`src/logic/memBusPkg.sv`:
```
`default_nettype none

package memBusPkg;

    // RAM side widths
    localparam int addrW = 32;
    localparam int byteW = 8;
    localparam int wordW = 32;
    localparam int bytesPerWord = wordW / byteW;

    typedef logic [addrW-1:0] addrT;
    typedef logic [byteW-1:0] byteT;
    typedef logic [wordW-1:0] wordT;

    // who owns the RAM, same code on both wait outputs
    typedef logic [1:0] waitT;

    localparam waitT waitFree  = 2'b00;
    localparam waitT waitData  = 2'b01;
    localparam waitT waitFetch = 2'b10;

    // RAM direction
    typedef logic rwT;

    localparam rwT memRead  = 1'b0;
    localparam rwT memWrite = 1'b1;

endpackage

`default_nettype wire

```
`src/logic/memReqPkg.sv`:
```
`default_nettype none

package memReqPkg;

    // byte count of one request, legal values 1, 2 and 4
    typedef logic [2:0] lenT;

    // data cache access direction
    typedef logic lsT;

    localparam lsT lsLoad  = 1'b0;
    localparam lsT lsStore = 1'b1;

    // instruction fetch always reads a whole word
    localparam lenT fetchLen = 3'd4;

    // controller state, also tells the sequencer what kind of transfer runs
    typedef enum logic [1:0] {
        idle,
        readInst,
        readData,
        writeData
    } ctrlStateT;

endpackage

`default_nettype wire

```
`src/logic/memReqIf.sv`:
```
`timescale 1ns/1ps
`default_nettype none

interface memReqIf
    import memBusPkg::*, memReqPkg::*;
();

    // granted transfer, arbiter to sequencer
    logic      start;
    ctrlStateT kind;
    addrT      addr;
    lenT       len;
    wordT      wdata;

    // result, sequencer to arbiter
    logic      finish;
    wordT      rdata;

    // stall level, computed once by the arbiter
    logic      frozen;

    modport arbiter (
        output start, kind, addr, len, wdata, frozen,
        input  finish, rdata
    );

    modport sequencer (
        input  start, kind, addr, len, wdata, frozen,
        output finish, rdata
    );

endinterface

`default_nettype wire

```
`src/logic/accessArbiter.sv`:
```
`timescale 1ns/1ps
`default_nettype none

module accessArbiter
    import memBusPkg::*, memReqPkg::*;
(
    input  logic clk,
    input  logic rst,
    input  logic rdy,
    input  logic ioBufferFull,

    input  logic infEn,
    input  addrT infAddr,
    input  logic dcEn,
    input  addrT dcAddr,
    input  lsT   dcLs,
    input  lenT  dcLen,
    input  wordT dcData,

    output logic infDone,
    output wordT infInst,
    output logic bpEn,
    output wordT bpInst,
    output logic dcDone,
    output wordT dcRdata,

    output waitT infWait,
    output waitT dcWait,

    memReqIf.arbiter req
);

    ctrlStateT state;
    logic      accept;
    waitT      owner;

    assign req.frozen = !rdy || ioBufferFull;
    assign req.kind   = state;

    // data cache wins when both ask in the same cycle
    assign accept = (state == idle) && !req.frozen && (dcEn || infEn);

    always_ff @(posedge clk) begin
        if (rst) begin
            state     <= idle;
            req.start <= 1'b0;
        end else begin
            // start stays up through frozen cycles until the sequencer takes it
            if (accept) begin
                req.start <= 1'b1;
            end else if (!req.frozen) begin
                req.start <= 1'b0;
            end

            if (accept) begin
                if (dcEn) begin
                    state <= (dcLs == lsStore) ? writeData : readData;
                end else begin
                    state <= readInst;
                end
            end else if (req.finish) begin
                state <= idle;
            end
        end
    end

    // request fields, held for the whole transfer
    always_ff @(posedge clk) begin
        if (accept) begin
            if (dcEn) begin
                req.addr  <= dcAddr;
                req.len   <= dcLen;
                req.wdata <= dcData;
            end else begin
                req.addr  <= infAddr;
                req.len   <= fetchLen;
                req.wdata <= '0;
            end
        end
    end

    // result routing
    assign infDone = (state == readInst) && req.finish;
    assign bpEn    = infDone;
    assign infInst = infDone ? req.rdata : '0;
    assign bpInst  = infDone ? req.rdata : '0;

    assign dcDone  = (state == readData || state == writeData) && req.finish;
    assign dcRdata = (state == readData && req.finish) ? req.rdata : '0;

    always_comb begin
        case (state)
            readInst:  owner = waitFetch;
            readData:  owner = waitData;
            writeData: owner = waitData;
            default:   owner = waitFree;
        endcase
    end

    assign infWait = owner;
    assign dcWait  = owner;

    doneExclusive: assert property (@(posedge clk) disable iff (rst)
        !(infDone && dcDone));

    // only these lengths map to a byte sequence the CPU can issue
    dcLenLegal: assert property (@(posedge clk) disable iff (rst)
        (state == idle && dcEn) |-> (dcLen inside {3'd1, 3'd2, 3'd4}));

endmodule

`default_nettype wire

```
`src/logic/byteSequencer.sv`:
```
`timescale 1ns/1ps
`default_nettype none

module byteSequencer
    import memBusPkg::*, memReqPkg::*;
(
    input  logic clk,
    input  logic rst,

    memReqIf.sequencer req,

    input  byteT memDin,
    output rwT   memRw,
    output addrT memAddr,
    output byteT memDout
);

    logic active;
    lenT  idx;
    addrT curAddr;
    addrT lastAddr;
    wordT asmWord;
    wordT fullWord;
    logic isWrite;
    logic issue;
    logic capture;

    assign isWrite = (req.kind == writeData);
    assign curAddr = req.addr + addrT'(idx);

    // one byte access per unfrozen cycle until len bytes are out
    assign issue = active && !req.frozen && (idx < req.len);

    // the byte addressed in the previous unfrozen cycle is on memDin now
    assign capture = active && !req.frozen && !isWrite && (idx != '0);

    // bytes enter at the top, so the last one lands in the high byte
    assign fullWord = {memDin, asmWord[wordW-1:byteW]};

    always_comb begin
        req.finish = 1'b0;
        if (active && !req.frozen) begin
            if (isWrite) begin
                // done in the last write cycle
                req.finish = (idx == lenT'(req.len - 3'd1));
            end else begin
                // done with the last returned byte
                req.finish = (idx == req.len);
            end
        end
    end

    // move the assembled bytes down and zero-fill above len
    assign req.rdata = fullWord >> (byteW * (bytesPerWord - int'(req.len)));

    // RAM side
    assign memRw   = (issue && isWrite) ? memWrite : memRead;
    assign memAddr = issue ? curAddr : lastAddr;
    assign memDout = req.wdata[idx[1:0]*byteW +: byteW];

    always_ff @(posedge clk) begin
        if (rst) begin
            active   <= 1'b0;
            idx      <= '0;
            lastAddr <= '0;
        end else if (!req.frozen) begin
            if (req.start) begin
                active <= 1'b1;
                idx    <= '0;
            end else if (req.finish) begin
                active <= 1'b0;
            end

            if (issue) begin
                idx <= lenT'(idx + 3'd1);
            end

            // replayed while frozen so the byte in flight survives
            if (issue && !isWrite) begin
                lastAddr <= curAddr;
            end
        end
    end

    always_ff @(posedge clk) begin
        if (!req.frozen) begin
            if (req.start) begin
                asmWord <= '0;
            end else if (capture) begin
                asmWord <= fullWord;
            end
        end
    end

    noWriteFrozen: assert property (@(posedge clk) disable iff (rst)
        req.frozen |-> (memRw == memRead));

    idxInRange: assert property (@(posedge clk) disable iff (rst)
        active |-> (idx <= req.len));

endmodule

`default_nettype wire

```
`src/logic/memCtrl.sv`:
```
`timescale 1ns/1ps
`default_nettype none

module memCtrl
    import memBusPkg::*, memReqPkg::*;
(
    input  logic clk,
    input  logic rst,
    input  logic rdy,
    input  logic ioBufferFull,

    // byte-wide RAM
    input  byteT memDin,
    output rwT   memRw,
    output addrT memAddr,
    output byteT memDout,

    // instruction fetch and branch predictor
    input  logic infEn,
    input  addrT infAddr,
    output logic infDone,
    output wordT infInst,
    output logic bpEn,
    output wordT bpInst,

    // data cache
    input  logic dcEn,
    input  lsT   dcLs,
    input  lenT  dcLen,
    input  wordT dcData,
    input  addrT dcAddr,
    output logic dcDone,
    output wordT dcRdata,

    // RAM owner
    output waitT infWait,
    output waitT dcWait
);

    memReqIf reqBus ();

    accessArbiter arb (
        .clk          (clk),
        .rst          (rst),
        .rdy          (rdy),
        .ioBufferFull (ioBufferFull),
        .infEn        (infEn),
        .infAddr      (infAddr),
        .dcEn         (dcEn),
        .dcAddr       (dcAddr),
        .dcLs         (dcLs),
        .dcLen        (dcLen),
        .dcData       (dcData),
        .infDone      (infDone),
        .infInst      (infInst),
        .bpEn         (bpEn),
        .bpInst       (bpInst),
        .dcDone       (dcDone),
        .dcRdata      (dcRdata),
        .infWait      (infWait),
        .dcWait       (dcWait),
        .req          (reqBus.arbiter)
    );

    byteSequencer seq (
        .clk     (clk),
        .rst     (rst),
        .req     (reqBus.sequencer),
        .memDin  (memDin),
        .memRw   (memRw),
        .memAddr (memAddr),
        .memDout (memDout)
    );

endmodule

`default_nettype wire

```
`config.mk`:
```
export PLATFORM = sky130hd
export DESIGN_NAME = memCtrl
export DESIGN_NICKNAME = d
export VERILOG_FILES = /design/src/logic/memBusPkg.sv /design/src/logic/memReqPkg.sv /design/src/logic/memReqIf.sv /design/src/logic/accessArbiter.sv /design/src/logic/byteSequencer.sv /design/src/logic/memCtrl.sv
export SDC_FILE = /design/constraint.sdc
export NUM_CORES = 1
export LEC_CHECK = 0
export BUFFER_PORTS_ARGS = -buffer_cell sky130_fd_sc_hd__buf_2
export CORE_MARGIN = 4
export CORE_UTILIZATION = 51
export DETAILED_ROUTE_END_ITERATION = 8
export PLACE_DENSITY_LB_ADDON = 0.05
export SYNTH_ARGS = -nofsm -noshare
export SYNTH_HDL_FRONTEND = slang
export SYNTH_SLANG_ARGS = --single-unit
```
`constraint.sdc`:
```
create_clock -name clk -period 10.3 [get_ports clk]
set_clock_uncertainty 0.15 [all_clocks]
set_input_delay 0.515 -clock clk [delete_from_list [all_inputs] [get_ports clk]]
set_output_delay 0.515 -clock clk [all_outputs]
set_load 0.01 [all_outputs]
```
==> impl_metrics.toml <==
[critical_path]
worstReg2RegEnd = "seq.lastAddr[3]"
cp_data_required_time_ns = 9.64
start_kind = "flop"
timing.critical_path.to = "bpInst[24]"
worst_r2r_startpoint = "seq.idx[1]"
setup.reg_to_reg.worst_slack_ns = 7.18
worstSetupEndpointType = "primary output"
cp.arrival_ns = 3.93
crit_fanout = 30
setup.worst_path.start = "arb.req.len[0]"
worst_r2r_path_depth = 6
timing_worst_setup_path_type = "flop to primary output"

[timing]
post-route-period-util = 0.446
timing.slew.headroom = 0.190
hold_viol = 0
worst_slew_pin_slew_ns = 1.21
max_freq_mhz = 218
setup_viol_count_final = 0
worst_hold_slack_ns = 0.211
layout_setup_ws_ns = 5.71
timing.final.crit_period_ns = 4.59
report.final.slew_viol_count = 0
setup_total_negative_slack_ns = 0
rsz0062_at_grt = "no"

[die]
dieArea_sq_um = 16600
die_height_um = 129
fp.dieW_um = 129
floorplan.io_pins = 258
coreArea_sq_um = 14100
cell_row_count = 43
effective_utilization_at_floorplan = 0.530

[synthesis]
synthesized_area_sq_um = 7460
post-synth-top-area-fraction = 0.366
post-synth-top-area-cell = "edfxtp_1"
yosys-top-cells-area = "edfxtp_1 (37%), dfxtp_1 (10%), nor2_1 (5.1%), mux2_2 (4.8%), and2_1 (4.7%)"
synthDistinctLibCells = 45
yosys_warnings = 0
syn_nets = 870
number_of_enable_type_register_cells_in_the_synthesized_netlist = 91
syn-instance-count = 745
synth_seq_cells = 130
synthesis.area_per_instance_sq_um = 10.0
async_reset_ff_frac = 0
commonest_register_cell_after_synthesis = "edfxtp_1"
seq_area_frac_synth = 0.471

[finish]
footprint_of_the_multi_input_gates_sq_um = 3460
drive_above_1_share = 0.360
flow.area_growth_from_synthesis_pct = 23.7
design_area_sq_um = 9230
seqCellArea_sq_um = 3510
finish.cell_count_without_fillers = 1134
layout.filler_cells = 1132
fin_nets = 1066
antenna_cells_inserted = 0

[routing]
detail_route.wirelength_um = 18900
vias = 6075
drt-vias-per-instance = 5.36
drt-pass1-iter-count = 5
post-route-drc-count = 0
antenna_left = 0
wire_per_inst_um = 16.6
drt-initial-drc-count = 394

[clock_tree]
path_clk_slew_ns = 0.06
post_cts.resized_instances = 0
cts_hold_buf = 0
total_clock_sinks = 130
clock_root_buffer = "clkbuf_16"
cts-htree-levels = 4
clock_latency_ns = 0.42
clock_buffers_created_by_tritoncts = 17
cts_post_setup_buffers_inserted = 0
clk_path_buf_depth = 2
cts_tree = "built"

[place]
dp.final_hpwl_um = 14200
place.port_buffers = 257
dp_cells = 1102
detailed_place.area_sq_um = 8560
preCtsSetupSlack_ns = 6.15
routabilityCongestion = 0.886

[grt]
globalRoute.totalOverflow = 0
globalRouteTotalUtil = 0.229
number_of_antenna_violations_at_the_first_check_in_global_routing = 1
grt_first_pass_wirelength_um = 29800
grt_pass1_vias = 5814
grt_start_max_net_pins = 71

[flow_run]
timing.max_cap.violations = 0

[power_and_ir_drop]
pwr_density_cell_nw_per_um2 = 146
leakage_nw = 3.95
ir_drop_mv = 0.103

[min_path]
min-delay-path-class = "input pin to flop"
whs_path_depth = 2

[run_status]
status = "completed"
-- per-layer routing --
metal,share of wire,wire [um],GRT usage,vias up
li1,-,-,-,2983
met1,0.45,8510,0.324,2800
met2,0.45,8520,0.355,257
met3,0.081,1520,0.0461,33
met4,0.016,309,0.0729,2
met5,0.00042,8,0,-
-- through the flow --
stage	power, mW	utilization
after CTS	1.36	0.655
after global routing	1.40	0.655
after floorplan	0.664	-
final	1.35	0.655
after detailed placement	0.705	0.608
after global placement	0.701	0.608
-- worst max-delay path: stages, from the launching register on --
cell	delay [ns]
edfxtp_1	0.32
buf_4	0.41
inv_1	0.13
ha_1	0.45
xnor2_1	0.21
nor4_4	0.38
o211ai_2	0.39
nor3_1	0.82
and2_1	0.26
buf_2	0.14
-- cells in the mapped netlist, types with 10 or more instances --
library cell,number
nor2b_1,28
clkbuf_1,40
a21oi_1,16
o21ai_0,38
dfxtp_1,39
a211oi_1,31
nand3_1,12
xor2_1,27
mux2i_1,27
ha_1,10
and2_1,56
buf_4,35
nand2_1,61
edfxtp_1,91
mux2_2,32
nand4_1,15
inv_1,10
nor2_1,102
-- registers in the layout, indices dropped and copies added, names as in the netlist --
name           count
arb.req.addr      32
arb.req.wdata     32
seq.lastAddr      32
seq.asmWord       24
arb.req.len        3
seq.idx            3
arb.req.kind       2
arb.req.start      1
seq.active         1
-- cells by family (layout without fill, tap and decap cells) --
logic type,after synthesis,in the layout,synth area share
and+or+nand+nor,306,306,0.205
DFF,130,130,0.471
AOI/OAI and AO/OA,104,104,0.0902
buffers and inverters,95,304,0.0665
muxes,67,67,0.109
xor gates and xnor gates,32,32,0.0396
adders and majority gates,11,11,0.0194
-- how the worst min path moves through the flow --
stage	from	to
after floorplan	seq.lastAddr[0]	seq.lastAddr[0]
after global placement	seq.lastAddr[3]	seq.lastAddr[3]
after detailed placement	seq.lastAddr[1]	seq.lastAddr[1]
after CTS	dcLen[2]	arb.req.len[2]
after global routing	dcLen[2]	arb.req.len[2]
final	dcLen[2]	arb.req.len[2]
-- cells in the final DEF, fill, tap and decap left out, drive strengths merged, types with 4 or more instances in the layout --
master / instances
and2: 56
and3: 7
o21ai: 38
nand4: 15
nor3: 4
nor2b: 28
a211oi: 31
mux2i: 27
mux4: 8
and4: 5
edfxtp: 91
xnor2: 4
clkbuf: 26
nand2: 61
buf: 262
nand3: 12
xor2: 27
nor2: 102
dfxtp: 39
ha: 10
nand2b: 4
inv: 13
o22a: 8
a21oi: 16
a2bb2oi: 4
mux2: 32
-- final cells by class --
cell class / instances / area share
clock inverters: 6 / 0.00759
flip-flops and latches: 130 / 0.380
clock buffers: 26 / 0.0649
inverters: 10 / 0.00407
well taps: 180 / 0.0244
multi-input cells: 520 / 0.375
repair buffers: 262 / 0.143
-- power by group --
part	switching [mW]	internal (mW)	total, mW
clock	0.225	0.430	0.655
sequential	0.0121	0.578	0.591
combinational	0.0544	0.0493	0.104
Note: power is estimated with default switching activity, not from simulation.
